File: src/logic/sd_init_pkg.sv
// shared constants, vector types and sequencer states for the sd card cmd0 start-up
package sd_init_pkg;

    // ====================
    // vector types
    // ====================
    typedef logic [7:0]  spi_byte_t;
    typedef logic [7:0]  ascii_t;
    // dummy, command and poll byte counter
    typedef logic [6:0]  byte_count_t;
    // sclk half period counter
    typedef logic [6:0]  div_count_t;
    typedef logic [31:0] delay_count_t;

    // sequencer states, in order of the start-up flow
    typedef enum logic [2:0] {
        st_power_up,
        st_dummy_clocks,
        st_send_cmd0,
        st_poll_r1,
        st_report,
        st_release_cs,
        st_done
    } seq_state_t;

    // ====================
    // timing
    // ====================
    // one second at 50 MHz
    localparam delay_count_t POWER_UP_CYCLES = 32'd50_000_000;
    // 50 MHz / 128 = 390.625 kHz, below the 400 kHz init limit
    localparam int unsigned  SCLK_HALF_DIV   = 64;

    // ====================
    // sd protocol
    // ====================
    localparam spi_byte_t    DUMMY_BYTE       = 8'hFF;
    // 10 bytes of 0xFF give the 80 wake-up clocks
    localparam byte_count_t  DUMMY_BYTE_COUNT = 7'd10;
    localparam byte_count_t  CMD0_LEN         = 7'd6;
    // go_idle_state, arg 0, crc 0x95
    localparam logic [47:0]  CMD0_FRAME       = 48'h40_00_00_00_00_95;
    localparam byte_count_t  POLL_LIMIT       = 7'd100;
    localparam spi_byte_t    R1_IDLE          = 8'h01;
    localparam spi_byte_t    R1_NONE          = 8'hFF;

    // ====================
    // status characters
    // ====================
    localparam ascii_t CHAR_START = "S";
    localparam ascii_t CHAR_SPACE = " ";
    localparam ascii_t CHAR_IDLE  = "1";
    localparam ascii_t CHAR_NONE  = "F";
    localparam ascii_t CHAR_OTHER = "X";

endpackage

File: src/logic/spi_byte_engine.sv
// spi mode-0 master, one byte out and one byte in per start pulse
module spi_byte_engine
    import sd_init_pkg::*;
(
    input  logic      CLOCK_50,
    input  logic      KEY0,
    input  logic      xfer_start,
    input  spi_byte_t tx_byte,
    input  logic      spi_miso,
    output logic      xfer_busy,
    output logic      xfer_done,
    output spi_byte_t rx_byte,
    output logic      spi_sclk,
    output logic      spi_mosi
);

    // ====================
    // divider and edges
    // ====================
    div_count_t div_cnt;
    // 16 sclk edges per byte, odd ones are falling
    logic [3:0] edge_cnt;
    spi_byte_t  tx_shift;
    spi_byte_t  rx_shift;

    logic accept;
    logic half_tick;
    logic rise_tick;
    logic fall_tick;
    logic last_edge;

    // new byte only taken while idle
    assign accept    = xfer_start && !xfer_busy;
    // end of one sclk half period
    assign half_tick = xfer_busy && (div_cnt == div_count_t'(SCLK_HALF_DIV - 1));
    assign rise_tick = half_tick && !spi_sclk;
    assign fall_tick = half_tick && spi_sclk;
    // eighth falling edge ends the byte
    assign last_edge = fall_tick && (edge_cnt == 4'd15);

    // ====================
    // control
    // ====================
    always_ff @(posedge CLOCK_50 or negedge KEY0) begin
        if (!KEY0) begin
            xfer_busy <= 1'b0;
            xfer_done <= 1'b0;
            spi_sclk  <= 1'b0;
            spi_mosi  <= 1'b1;
            div_cnt   <= '0;
            edge_cnt  <= '0;
        end else begin
            xfer_done <= 1'b0;
            if (accept) begin
                // msb goes out before the first rising edge
                xfer_busy <= 1'b1;
                spi_mosi  <= tx_byte[7];
                div_cnt   <= '0;
                edge_cnt  <= '0;
            end else if (xfer_busy) begin
                if (half_tick) begin
                    div_cnt  <= '0;
                    spi_sclk <= !spi_sclk;
                    edge_cnt <= edge_cnt + 1'b1;
                end else begin
                    div_cnt <= div_cnt + 1'b1;
                end
                // mosi moves on the falling edge
                if (last_edge) begin
                    xfer_busy <= 1'b0;
                    xfer_done <= 1'b1;
                    spi_mosi  <= 1'b1;
                end else if (fall_tick) begin
                    spi_mosi <= tx_shift[6];
                end
            end
        end
    end

    // ====================
    // shift registers
    // ====================
    always_ff @(posedge CLOCK_50) begin
        if (accept) begin
            tx_shift <= tx_byte;
        end else if (fall_tick) begin
            tx_shift <= {tx_shift[6:0], 1'b1};
        end
        // miso sampled as sclk rises
        if (rise_tick) begin
            rx_shift <= {rx_shift[6:0], spi_miso};
        end
        // all eight bits in by the last falling edge
        if (last_edge) begin
            rx_byte <= rx_shift;
        end
    end

endmodule

File: src/logic/sd_cmd_sequencer.sv
// fsm that orders power-up delay, dummy clocks, cmd0 and the r1 poll
module sd_cmd_sequencer
    import sd_init_pkg::*;
#(
    parameter delay_count_t power_up_cycles = POWER_UP_CYCLES
) (
    input  logic      CLOCK_50,
    input  logic      KEY0,
    input  logic      xfer_busy,
    input  logic      xfer_done,
    input  spi_byte_t rx_byte,
    output logic      xfer_start,
    output spi_byte_t tx_byte,
    output logic      cs_active,
    output logic      spi_ss_n,
    output logic      power_up_done,
    output logic      r1_valid,
    output spi_byte_t r1_byte
);

    // ====================
    // state and counters
    // ====================
    seq_state_t   state;
    delay_count_t delay_cnt;
    // counts finished transfers, reused as a cycle count in st_report
    byte_count_t  byte_cnt;
    // high from start pulse until done, covers the cycle before busy rises
    logic         xfer_pending;
    logic         can_launch;

    // engine is idle and nothing is in flight
    assign can_launch = !xfer_pending && !xfer_busy;

    always_ff @(posedge CLOCK_50 or negedge KEY0) begin
        if (!KEY0) begin
            state         <= st_power_up;
            delay_cnt     <= '0;
            byte_cnt      <= '0;
            xfer_pending  <= 1'b0;
            xfer_start    <= 1'b0;
            tx_byte       <= DUMMY_BYTE;
            cs_active     <= 1'b0;
            spi_ss_n      <= 1'b1;
            power_up_done <= 1'b0;
            r1_valid      <= 1'b0;
            r1_byte       <= R1_NONE;
        end else begin
            // strobes default low
            xfer_start    <= 1'b0;
            power_up_done <= 1'b0;
            r1_valid      <= 1'b0;

            if (xfer_done) begin
                xfer_pending <= 1'b0;
            end

            case (state)
                // wait for card supply to settle
                st_power_up: begin
                    delay_cnt <= delay_cnt + 1'b1;
                    if (delay_cnt == power_up_cycles - 1) begin
                        power_up_done <= 1'b1;
                        byte_cnt      <= '0;
                        state         <= st_dummy_clocks;
                    end
                end

                // 0xFF bytes with cs high, 8 clocks each
                st_dummy_clocks: begin
                    if (can_launch) begin
                        xfer_start   <= 1'b1;
                        xfer_pending <= 1'b1;
                        tx_byte      <= DUMMY_BYTE;
                    end
                    if (xfer_done) begin
                        if (byte_cnt == DUMMY_BYTE_COUNT - 1'b1) begin
                            // sclk is already low here, safe to drop cs
                            byte_cnt  <= '0;
                            cs_active <= 1'b1;
                            spi_ss_n  <= 1'b0;
                            state     <= st_send_cmd0;
                        end else begin
                            byte_cnt <= byte_cnt + 1'b1;
                        end
                    end
                end

                // cmd0 frame, first byte is the top of the vector
                st_send_cmd0: begin
                    if (can_launch) begin
                        xfer_start   <= 1'b1;
                        xfer_pending <= 1'b1;
                        tx_byte      <= CMD0_FRAME[(CMD0_LEN - 1'b1 - byte_cnt) * 8 +: 8];
                    end
                    if (xfer_done) begin
                        if (byte_cnt == CMD0_LEN - 1'b1) begin
                            byte_cnt <= '0;
                            state    <= st_poll_r1;
                        end else begin
                            byte_cnt <= byte_cnt + 1'b1;
                        end
                    end
                end

                // clock out 0xFF until r1 shows up
                st_poll_r1: begin
                    if (can_launch) begin
                        xfer_start   <= 1'b1;
                        xfer_pending <= 1'b1;
                        tx_byte      <= DUMMY_BYTE;
                    end
                    if (xfer_done) begin
                        if (!rx_byte[7]) begin
                            // r1 always starts with a zero bit
                            r1_byte  <= rx_byte;
                            r1_valid <= 1'b1;
                            byte_cnt <= '0;
                            state    <= st_report;
                        end else if (byte_cnt == POLL_LIMIT - 1'b1) begin
                            // card never answered
                            r1_byte  <= R1_NONE;
                            r1_valid <= 1'b1;
                            byte_cnt <= '0;
                            state    <= st_report;
                        end else begin
                            byte_cnt <= byte_cnt + 1'b1;
                        end
                    end
                end

                // console emits space then result over the next two cycles
                st_report: begin
                    byte_cnt <= byte_cnt + 1'b1;
                    if (byte_cnt == 7'd2) begin
                        state <= st_release_cs;
                    end
                end

                // deselect the card after reporting
                st_release_cs: begin
                    cs_active <= 1'b0;
                    spi_ss_n  <= 1'b1;
                    state     <= st_done;
                end

                // hold here until next reset
                st_done: begin
                    state <= st_done;
                end

                default: begin
                    state <= st_done;
                end
            endcase
        end
    end

endmodule

File: src/logic/status_console.sv
// turns sequence events into start, space and result character strobes
module status_console
    import sd_init_pkg::*;
(
    input  logic      CLOCK_50,
    input  logic      KEY0,
    input  logic      power_up_done,
    input  logic      r1_valid,
    input  spi_byte_t r1_byte,
    output logic      char_valid,
    output ascii_t    char_data
);

    // result waits one cycle behind the space
    logic   result_pending;
    ascii_t result_char;

    // r1 value to printable result
    function automatic ascii_t r1_to_char(input spi_byte_t r1);
        if (r1 == R1_IDLE) begin
            return CHAR_IDLE;
        end else if (r1 == R1_NONE) begin
            return CHAR_NONE;
        end
        return CHAR_OTHER;
    endfunction

    // ====================
    // strobe control
    // ====================
    always_ff @(posedge CLOCK_50 or negedge KEY0) begin
        if (!KEY0) begin
            char_valid     <= 1'b0;
            result_pending <= 1'b0;
        end else begin
            char_valid     <= power_up_done || r1_valid || result_pending;
            result_pending <= r1_valid;
        end
    end

    // character payload
    always_ff @(posedge CLOCK_50) begin
        if (power_up_done) begin
            char_data <= CHAR_START;
        end else if (r1_valid) begin
            char_data   <= CHAR_SPACE;
            result_char <= r1_to_char(r1_byte);
        end else if (result_pending) begin
            char_data <= result_char;
        end
    end

endmodule

File: src/logic/sd_init_top.sv
// board top for the sd card cmd0 start-up with status character output
module sd_init_top
    import sd_init_pkg::*;
#(
    parameter delay_count_t power_up_cycles = POWER_UP_CYCLES
) (
    input  logic   CLOCK_50,
    input  logic   KEY0,
    input  logic   spi_miso,
    output logic   spi_sclk,
    output logic   spi_mosi,
    output logic   spi_ss_n,
    output logic   ledr0,
    output logic   char_valid,
    output ascii_t char_data
);

    // ====================
    // internal nets
    // ====================
    // sequencer <-> byte engine
    logic      xfer_start;
    logic      xfer_busy;
    logic      xfer_done;
    spi_byte_t tx_byte;
    spi_byte_t rx_byte;

    // sequencer -> console events
    logic      power_up_done;
    logic      r1_valid;
    spi_byte_t r1_byte;

    // command sequencer, cs level also lights the led
    sd_cmd_sequencer #(
        .power_up_cycles (power_up_cycles)
    ) sequencer_i (
        .CLOCK_50      (CLOCK_50),
        .KEY0          (KEY0),
        .xfer_busy     (xfer_busy),
        .xfer_done     (xfer_done),
        .rx_byte       (rx_byte),
        .xfer_start    (xfer_start),
        .tx_byte       (tx_byte),
        .cs_active     (ledr0),
        .spi_ss_n      (spi_ss_n),
        .power_up_done (power_up_done),
        .r1_valid      (r1_valid),
        .r1_byte       (r1_byte)
    );

    // spi mode-0 byte shifter
    spi_byte_engine engine_i (
        .CLOCK_50   (CLOCK_50),
        .KEY0       (KEY0),
        .xfer_start (xfer_start),
        .tx_byte    (tx_byte),
        .spi_miso   (spi_miso),
        .xfer_busy  (xfer_busy),
        .xfer_done  (xfer_done),
        .rx_byte    (rx_byte),
        .spi_sclk   (spi_sclk),
        .spi_mosi   (spi_mosi)
    );

    // character strobes for the host side
    status_console console_i (
        .CLOCK_50      (CLOCK_50),
        .KEY0          (KEY0),
        .power_up_done (power_up_done),
        .r1_valid      (r1_valid),
        .r1_byte       (r1_byte),
        .char_valid    (char_valid),
        .char_data     (char_data)
    );

endmodule

File: config.mk
export PLATFORM = sky130hd
export DESIGN_NAME = sd_init_top
export DESIGN_NICKNAME = d
export VERILOG_FILES = /design/src/logic/sd_init_pkg.sv /design/src/logic/spi_byte_engine.sv /design/src/logic/sd_cmd_sequencer.sv /design/src/logic/status_console.sv /design/src/logic/sd_init_top.sv
export SDC_FILE = /design/constraint.sdc
export NUM_CORES = 1
export LEC_CHECK = 0
export BUFFER_PORTS_ARGS = -buffer_cell sky130_fd_sc_hd__clkbuf_2
export CORE_AREA = 3 3 91 93
export DETAILED_ROUTE_END_ITERATION = 10
export DIE_AREA = 0 0 94 96
export PLACE_DENSITY = 0.85
export SETUP_SLACK_MARGIN = 0.15
export SYNTH_ARGS = -nofsm -noshare
export SYNTH_HDL_FRONTEND = slang
export SYNTH_HIERARCHICAL = 1
export SYNTH_SLANG_ARGS = --single-unit
File: constraint.sdc
create_clock -name CLOCK_50 -period 5.1 [get_ports CLOCK_50]
set_input_delay 1.53 -clock CLOCK_50 [delete_from_list [all_inputs] [get_ports CLOCK_50]]
set_output_delay 1.53 -clock CLOCK_50 [all_outputs]
set_load 0.005 [all_outputs]
==> results of run 1 <==
[report_power, final]
group	switching, µW	internal [µW]
Clock	285	209
Combinational	11.4	1.04
Sequential	0	906
[final cells by class]
cell class | count | area [µm²]
well taps | 102 | 128
multi-input cells | 294 | 1850
flip-flops and latches | 111 | 2900
inverters | 13 | 48.8
clock inverters | 5 | 41.3
fillers | 548 | 2420
repair buffers | 15 | 77.6
clock buffers | 11 | 151
[cells by family after synthesis]
logic type                 Yosys count
and+or+nand+nor                    179
DFF                                111
AOI/OAI and AO/OA                   63
xor gates and xnor gates            35
buffers and inverters               32
adders and majority gates            9
muxes                                7
other                                1
[routing by layer]
metal  GRT usage [%]  vias up  part of all wire [%]
met4            4.93        0                  0.80
li1                -     1535                     -
met2            35.9       44                    51
met5               0        -                     0
met1            26.4     1544                    46
met3            4.61        6                   2.7
[flip-flops by register name (all words and copies together) (netlist names), 7 cells and up]
signal                 flops
engine_i/div_cnt           7
engine_i/rx_byte           8
sequencer_i/delay_cnt     32
sequencer_i/byte_cnt       7
console_i/char_data        7
engine_i/rx_shift          8
engine_i/tx_shift          7
sequencer_i/r1_byte        8
[final timing paths]
path | endpoint | slack [ns] | cells after the start
max | spi_ss_n | 2.55 | 1
min | engine_i/rx_byte[7]$_DFFE_PP_ | 0.44 | 0
max reg2reg | sequencer_i/byte_cnt[5]$_DFFE_PN0P_ | 2.65 | 6
min reg2reg | engine_i/rx_byte[7]$_DFFE_PP_ | 0.44 | 0
max in group asynchronous | engine_i/spi_mosi$_DFFE_PN1P_ | 2.79 | 2
min in group asynchronous | console_i/result_pending$_DFF_PN0_ | 1.30 | 1
[metrics by stage]
step	std cells	setup WS (ns)	total power [µW]
global placement	535	2.37	937
CTS	551	2.53	1430
detailed placement	535	2.33	938
floorplan	437	3.00	925
global route	551	2.48	1460
finish	551	2.55	1410
[cells in the mapped netlist, types with 9 or more instances]
cell,n,share of area (%)
dfrtp_1,63,32
nand2_1,53,4.1
nor2_1,30,2.3
edfxtp_1,28,17
nand3_1,27,2.8
xnor2_1,27,4.8
o21ai_0,14,1.4
dfstp_2,13,7.0
inv_1,12,0.92
nor2b_1,11,1.4
and3_1,9,1.1
ha_1,9,2.3
nor3_1,9,0.92
[placed cells by master (no fill, tap or decap), types with 2 or more instances in the layout]
cell type / n
nor3_2: 2
nand3_1: 27
and4_1: 2
o22ai_1: 2
dfstp_2: 13
a21oi_1: 8
a2bb2oi_1: 2
o22a_1: 7
dfxtp_1: 7
dfrtp_1: 63
xor2_1: 8
or3_1: 6
nor4_1: 2
o21a_1: 2
nor4_4: 2
a31oi_1: 6
nand4_1: 8
edfxtp_1: 28
xnor2_1: 27
a22o_1: 5
mux2i_1: 7
ha_1: 9
clkbuf_2: 13
inv_1: 12
and3_1: 9
nor2_1: 30
o21ai_0: 14
clkinv_4: 2
o21bai_1: 4
clkbuf_8: 11
nand2_1: 53
o21ai_1: 5
nand2b_1: 6
nor3_1: 9
or4_1: 3
nor2b_1: 11
==> flow_summary_export.csv, run 1 <==
group,metric,value,unit
routing,wl_per_cell,15.3,µm
hold_path,hp-class,"reg -> reg",
global_route,antenna_found_initial,0,
logic_synthesis,synth-seq-cells,111,
cts,clk_pin_slew_worst_paths,0.10,ns
cts,numClockSinks,111,
pwr,leakagePower,0.00225,µW
die,die_w,94,µm
setup_path,cp_top_family,"flip-flops",
logic_synthesis,synth_mux_area_share,1.43,%
finish,drive_gt1_share,11.8,%
timing,worstMarginPinSlew,0.938,ns
logic_synthesis,synth_cell_type_count,55,
timing,setup_viol,0,
timing,tns,0,ns
cts,cts_tree,"yes",
timing,rsz0062_at_grt,"false",
setup_path,crit_start,"sequencer_i/spi_ss_n$_DFFE_PN1P_",
placement,place_congestion,0.864,
flow_run,timing.max_cap.violations,0,
die,rows,32,
routing,drt_iter0_drc,174,
logic_synthesis,syn_nets,449,
setup_path,reg2reg_from,"sequencer_i/delay_cnt[29]$_DFFE_PN0P_",
finish,synthToLayoutAreaGrowth,6.03,%
pwr,ir_drop,0.144,mV
setup_path,arrival,1.02,ns
cts,cts_max_level,3,
placement,place_area,5000,µm²
setup_path,path_buf_inv,1,
global_route,grt_pass1_vias,3163,
logic_synthesis,synth_adder_area_share,2.30,%
timing,hold_viol_final,0,
cts,cts_buffers,9,
pwr,power_density,272,nW/µm²
timing,whs,0.437,ns
timing,skew,0.0115,ns
setup_path,path_cells,"clkbuf_2",
die,start_util,64.4,%
routing,wirelength,8430,µm
timing,fin_crit,2.55,ns
routing,first_pass_iters,5,
setup_path,crit_path_max_fanout,2,
global_route,grt_pass1_wl,14600,µm
finish,finalCoreUtilization,68.2,%
routing,vias,3129,
logic_synthesis,synth_seq_area_share,59.2,%
logic_synthesis,synth_compound_area_share,8.66,%
logic_synthesis,synth_top_family_by_area,"simple AND/OR/NAND/NOR gates",
finish,design_area,5190,µm²
setup_path,critPathRequiredTime,3.57,ns
logic_synthesis,synth_ff_type,"dfrtp_1",
finish,nets,456,
setup_path,path_class,"reg -> out",
logic_synthesis,synthArstFlopShare,68.5,%
placement,hpwl,5880,µm
hold_path,min_from,"engine_i/rx_shift[7]$_DFFE_PP_",
outcome,outcome,"completed",
logic_synthesis,synth_simple_gate_area_share,19.0,%
timing,slew_viol_final,0,
cts,cts.repair.resized,0,
setup_path,cpMaxStageDelayCell,"dfstp_2",
timing,max-slew-margin-rel,37.5,%
global_route,grt_max_degree,44,
setup_path,cpPeakStageDelay,0.55,ns
setup_path,worstSetupStartpointType,"flip-flop",
cts,cts_hold_buffers,0,
logic_synthesis,synth_edf_count,28,
cts,cts_setup_buffers,0,
routing,post_drt_via_cell_ratio,5.68,
timing,fmax,392,MHz
die,die_area,9020,µm²
logic_synthesis,syn_inst,437,
logic_synthesis,synth_xor_area_share,6.26,%
setup_path,end_kind,"primary output",
cts,cts_max_path_buffers,2,
finish,diodes,0,
cts,insertion_delay,0.36,ns
global_route,grt_overflow_total,0,
cts,cts_root_buffer,"clkbuf_8",
logic_synthesis,syn-cell-area,4900,µm²
die,dieHeight,96,µm
die,core_region_area,7610,µm²
routing,drc,0,
global_route,grt_util_all_layers,20.6,%
timing,finalCritPeriodShare,50.0,%
logic_synthesis,yosys_warnings,6,
routing,postRouteAntennaNets,0,
die,io-pin-count,16,
logic_synthesis,syn_avg_cell_area,11.2,µm²
placement,io_buffers,14,
Note: power is estimated with default switching activity, not from simulation.
==> inputs of run 2 (changes only) <==
- CORE_AREA: 3 3 91 93 -> 3 3 99 101
- DIE_AREA: 0 0 94 96 -> 0 0 102 104
- PLACE_DENSITY: 0.85 -> 0.76
- clock period: 5.1 -> 2.05 ns (I/O delays scaled with it)
==> run 2 against run 1 <==
Against the previous run:
- the flow now finishes with violations (negative setup slack)
- final area grew 9.4%
- via count grew 6.3%
- setup slack worse by 2.6 ns
- sequential power increased by 150%
- sequential share of layout area decreased by 4.8 points
- non-clock buffer count rose by 47
- clock skew up 0.0011 ns
- critical path depth grew 6
- power up 150%
- first-iteration DRC count increased by 22%
- critical path type is now reg -> reg
- critical endpoint is now sequencer_i/byte_cnt[5]$_DFFE_PN0P_
==> flow_summary_export.csv, run 2 (same netlist as run 1, synthesis figures left out) <==
group,metric,value,unit
finish,diodes,0,
routing,drc,0,
routing,top_layer,"met4",
finish,largest_reg_flops,32,
routing,wirelength,8760,µm
finish,synthToLayoutAreaGrowth,16.0,%
pwr,ir_drop,0.421,mV
placement,hpwl,6270,µm
timing,rsz0062_at_grt,"true",
placement,place_ws,-0.114,ns
timing,hold_viol_final,0,
setup_path,arrival,2.35,ns
die,die_w,102,µm
hold_path,hp-class,"in -> async",
timing,slew_viol_final,0,
placement,io_buffers,14,
cts,insertion_delay,0.36,ns
setup_path,worstReg2RegEnd,"sequencer_i/byte_cnt[5]$_DFFE_PN0P_",
outcome,violations,"negative setup slack",
routing,first_pass_iters,4,
setup_path,path_class,"reg -> reg",
die,io-pin-count,16,
setup_path,worstSetupStartpointType,"flip-flop",
outcome,outcome,"finished, violations left",
timing,fmax,474,MHz
cts,cts_root_buffer,"clkbuf_8",
routing,drt-met1-wl,3960,µm
routing,postRouteAntennaNets,0,
die,die_area,10600,µm²
timing,tns,-0.0676,ns
routing,drt_iter0_drc,212,
global_route,grt_pass1_vias,3304,
die,rows,35,
timing,layout_setup_ws,-0.0587,ns
global_route,grt_overflow_total,0,
setup_path,ff2ff_setup_slack,-0.06,ns
finish,nets,503,
cts,cts_max_level,3,
setup_path,reg2reg_depth,7,
routing,route.met3.wl,228,µm
finish,drive_gt1_share,23.6,%
global_route,grt_util_all_layers,17.3,%
flow_run,timing.max_cap.violations,0,
routing,met2_length,4490,µm
routing,post_drt_via_cell_ratio,5.48,
pwr,power_density,610,nW/µm²
cts,cts_buffers,9,
timing,finalCritPeriodShare,103,%
global_route,grt_max_degree,35,
routing,wl_per_cell,14.4,µm
die,dieHeight,104,µm
setup_path,critPathRequiredTime,2.29,ns
finish,fillers,710,
setup_path,crit_path_max_fanout,7,
cts,clk_pin_slew_worst_paths,0.10,ns
pwr,leakagePower,0.00251,µW
setup_path,end_kind,"flip-flop",
cts,numClockSinks,111,
routing,vias,3326,
global_route,antenna_found_initial,0,
die,core_region_area,9110,µm²
finish,layout_commonest_cell,"dfrtp_1",
cts,cts_max_path_buffers,2,
global_route,grt_pass1_wl,15000,µm
placement,place_congestion,0.837,
timing,fin_crit,2.11,ns
timing,skew,0.0126,ns
finish,largest-register,"sequencer_i/delay_cnt",
die,start_util,53.8,%
cts,cts_tree,"yes",
cts,cts_hold_buffers,0,
timing,setup_viol,5,
finish,layout_common_cells,"dfrtp_1 (62), nand2_1 (52), buf_4 (45)",
setup_path,reg2reg_from,"sequencer_i/delay_cnt[9]$_DFFE_PN0P_",
==> run 2: timing repair <==
| item | in CTS | in global routing |
|---|---|---|
| resized for setup | 10 | 13 |
| setup buffers | 5 | 6 |
| pin swaps | 8 | 18 |
| endpoints found under the setup margin | 18 | 43 |
==> run 2: cell type report <==
class	instances	area, µm²	area share, %
clock buffers	12	145	2.55
inverters	13	48.8	0.859
multi-input cells	294	1960	34.5
flip-flops and latches	111	2900	51.0
clock inverters	4	31.3	0.551
well taps	111	139	2.44
repair buffers	62	457	8.04
==> run 2: per-stage QoR <==
step / cells / power, µW / hold WS, ns / utilization [%] / cell area, µm²
final: 607 / 3470 / 0.188 / 62.4 / 5680
after global routing: 607 / 3620 / 0.195 / 62.4 / 5680
after CTS: 601 / 3510 / 0.191 / 61.4 / 5600
after detailed placement: 580 / 2340 / 0.437 / 58.5 / 5330
after global placement: 580 / 2340 / 0.406 / 58.5 / 5330
after floorplan: 437 / 2300 / 0.319 / - / 4930
==> run 2: metal layers <==
layer,vias to the layer above,global-route usage (%)
li1,1637,-
met1,1633,22.0
met2,47,29.1
met3,9,4.43
met4,0,4.40
met5,-,0
==> run 2: power breakdown <==
part           internal, µW  leakage [µW]  switching (µW)  total [µW]
Sequential             2250       0.00129               0        2250
Clock                   482     0.0000871             695        1180
Combinational          7.01       0.00113            29.1        36.2
Total                  2740       0.00251             724        3470
==> run 2: worst max-delay path, stage by stage (launching register included) <==
cell and delay [ns]:
dfrtp_1 0.39, or4_4 0.54, nor4_4 0.28, nand3_2 0.13, a21oi_2 0.17, buf_6 0.13
inv_2 0.04, a221o_1 0.31
==> run 2: worst max path at each step <==
| stage | from | to | slack, ns | depth (start not counted) |
|---|---|---|---|---|
| after floorplan | sequencer_i/delay_cnt[28]$_DFFE_PN0P_ | sequencer_i/byte_cnt[5]$_DFFE_PN0P_ | 0.02 | 6 |
| after global placement | sequencer_i/delay_cnt[24]$_DFFE_PN0P_ | sequencer_i/byte_cnt[5]$_DFFE_PN0P_ | -0.1 | 7 |
| after detailed placement | sequencer_i/delay_cnt[24]$_DFFE_PN0P_ | sequencer_i/byte_cnt[5]$_DFFE_PN0P_ | -0.11 | 7 |
| after CTS | sequencer_i/delay_cnt[24]$_DFFE_PN0P_ | sequencer_i/byte_cnt[5]$_DFFE_PN0P_ | -0.06 | 7 |
| after global routing | sequencer_i/delay_cnt[9]$_DFFE_PN0P_ | sequencer_i/byte_cnt[5]$_DFFE_PN0P_ | -0.12 | 7 |
| final | sequencer_i/delay_cnt[9]$_DFFE_PN0P_ | sequencer_i/byte_cnt[5]$_DFFE_PN0P_ | -0.06 | 7 |
==> inputs of run 3 (changes only) <==
- CORE_AREA: 3 3 99 101 -> 2 2 98 100
- DIE_AREA: 0 0 102 104 -> 0 0 100 102
- PLACE_DENSITY: 0.76 -> 0.73
==> run 3 against run 2 <==
Against the previous run:
- the flow still finishes with violations (negative setup slack)
- critical path depth is 1 lower
- wire length is 2.5% higher
- sequential power hardly changed
- largest power group unchanged
- critical path type unchanged
==> flow_summary_export.csv, run 3 (same netlist as run 1, synthesis figures left out) <==
group,metric,value,unit
finish,design_area,5710,µm²
finish,fillers,727,
placement,place_area,5330,µm²
timing,whs,0.118,ns
setup_path,path_buf_inv,1,
setup_path,reg2reg_from,"sequencer_i/delay_cnt[28]$_DFFE_PN0P_",
cts,cts_max_path_buffers,2,
finish,largest_reg_flops,32,
finish,nets,503,
cts,cts_buffers,9,
setup_path,path_class,"reg -> reg",
die,start_util,53.8,%
timing,skew,0.0149,ns
timing,setup_viol,8,
routing,drc,0,
timing,finalCritPeriodShare,104,%
setup_path,worstReg2RegEnd,"sequencer_i/byte_cnt[5]$_DFFE_PN0P_",
die,io-pin-count,16,
die,rows,35,
finish,multi_input_area,1970,µm²
global_route,grt_max_degree,37,
finish,diodes,0,
global_route,grt_pass1_wl,14900,µm
setup_path,cp_top_family,"simple AND/OR/NAND/NOR gates",
die,dieHeight,102,µm
timing,slew_viol_final,0,
flow_run,timing.max_cap.violations,0,
setup_path,ff2ff_setup_slack,-0.08,ns
die,die_w,100,µm
finish,final-seq-area,2900,µm²
setup_path,reg2reg_depth,6,
timing,fmax,469,MHz
finish,drive_gt1_share,24.2,%
cts,cts_hold_buffers,0,
placement,place_congestion,0.885,
global_route,antenna_found_initial,0,
finish,layout_commonest_cell,"dfrtp_1",
setup_path,end_kind,"flip-flop",
routing,vias,3319,
outcome,violations,"negative setup slack",
setup_path,cpMaxStageDelayCell,"or4_4",
pwr,ir_drop,0.294,mV
die,die_area,10200,µm²
placement,hpwl,6240,µm
routing,postRouteAntennaNets,0,
outcome,outcome,"finished, violations left",
cts,cts_root_buffer,"clkbuf_8",
routing,wirelength,8980,µm
routing,post_drt_via_cell_ratio,5.47,
global_route,grt_pass1_vias,3206,
setup_path,arrival,2.39,ns
setup_path,crit_path_max_fanout,7,
setup_path,cpPeakStageDelay,0.56,ns
timing,rsz0062_at_grt,"true",
setup_path,worstSetupStartpointType,"flip-flop",
cts,cts_max_level,3,
cts,insertion_delay,0.37,ns
placement,io_buffers,14,
pwr,power_density,623,nW/µm²
hold_path,hp-class,"in -> async",
cts,cts_tree,"yes",
finish,largest-register,"sequencer_i/delay_cnt",
finish,synthToLayoutAreaGrowth,16.7,%
setup_path,path_cells,"or4_4, nor4_4, nand3_2, a21oi_4, inv_2, a221o_1",
global_route,grt_overflow_total,0,
timing,hold_viol_final,0,
die,core_region_area,9110,µm²
routing,wl_per_cell,14.8,µm
finish,layout_common_cells,"dfrtp_1 (61), nand2_1 (52), buf_4 (45)",
routing,first_pass_iters,4,
cts,clk_pin_slew_worst_paths,0.11,ns
timing,layout_setup_ws,-0.0808,ns
pwr,leakagePower,0.00252,µW
cts,numClockSinks,111,
setup_path,critPathRequiredTime,2.31,ns
global_route,grt_util_all_layers,18.5,%
timing,fin_crit,2.13,ns
routing,drt_iter0_drc,132,
==> run 3: power by group <==
| group | internal, µW | switching (µW) | total (µW) |
|---|---|---|---|
| Combinational | 7.05 | 29.5 | 36.6 |
| Clock | 478 | 789 | 1270 |
| Sequential | 2250 | 0 | 2250 |
| Total | 2740 | 819 | 3560 |
==> run 3: area by class of cell <==
cell class,count,area share (%)
inverters,13,0.854
flip-flops and latches,111,50.8
well taps,111,2.43
clock inverters,7,1.27
clock buffers,9,2.17
multi-input cells,294,34.5
repair buffers,62,7.99
==> run 3: routing by layer <==
metal  vias to the layer above  wire length [µm]  GRT usage, %
li1                       1637                 -             -
met1                      1611              4140          24.2
met2                        55              4430          30.9
met3                        16               286          4.51
met4                         0               130          5.48
met5                         -                 0             0
==> run 3: how the worst max path moves through the flow <==
| stage | slack (ns) | end | start | cells past startpoint |
|---|---|---|---|---|
| 2_1_floorplan | 0.02 | sequencer_i/byte_cnt[5]$_DFFE_PN0P_ | sequencer_i/delay_cnt[28]$_DFFE_PN0P_ | 6 |
| 3_3_place_gp | -0.11 | sequencer_i/byte_cnt[2]$_DFFE_PN0P_ | sequencer_i/delay_cnt[28]$_DFFE_PN0P_ | 6 |
| 3_5_place_dp | -0.25 | sequencer_i/byte_cnt[4]$_DFFE_PN0P_ | sequencer_i/delay_cnt[28]$_DFFE_PN0P_ | 6 |
| 4_1_cts | -0.07 | sequencer_i/byte_cnt[5]$_DFFE_PN0P_ | sequencer_i/delay_cnt[18]$_DFFE_PN0P_ | 6 |
| 5_1_grt | -0.19 | sequencer_i/byte_cnt[5]$_DFFE_PN0P_ | sequencer_i/delay_cnt[28]$_DFFE_PN0P_ | 6 |
| 6_report | -0.08 | sequencer_i/byte_cnt[5]$_DFFE_PN0P_ | sequencer_i/delay_cnt[28]$_DFFE_PN0P_ | 6 |
==> run 3: worst register-to-register path: stages (launching register included) <==
cell and delay (ns):
dfrtp_1 0.42, or4_4 0.56, nor4_4 0.32, nand3_2 0.14
a21oi_4 0.22, inv_2 0.06, a221o_1 0.30
==> run 3: repair_timing <==
action | 4_1_cts | 5_1_grt
endpoints found under the setup margin | 18 | 47
resized for setup | 12 | 15
pin swaps | 8 | 11
setup buffers | 3 | 8
hold endpoints to repair | 0 | 0
==> run 3: metrics by stage <==
stage	cells	power [µW]	setup TNS (ns)	worst slack [ns]	util (%)
floorplan	437	2300	0	0.0181	-
global placement	580	2340	-0.618	-0.112	58.5
detailed placement	580	2340	-1.22	-0.245	58.5
CTS	599	3600	-0.356	-0.0724	61.4
global route	607	3680	-1.33	-0.189	62.7
finish	607	3560	-0.491	-0.0808	62.7
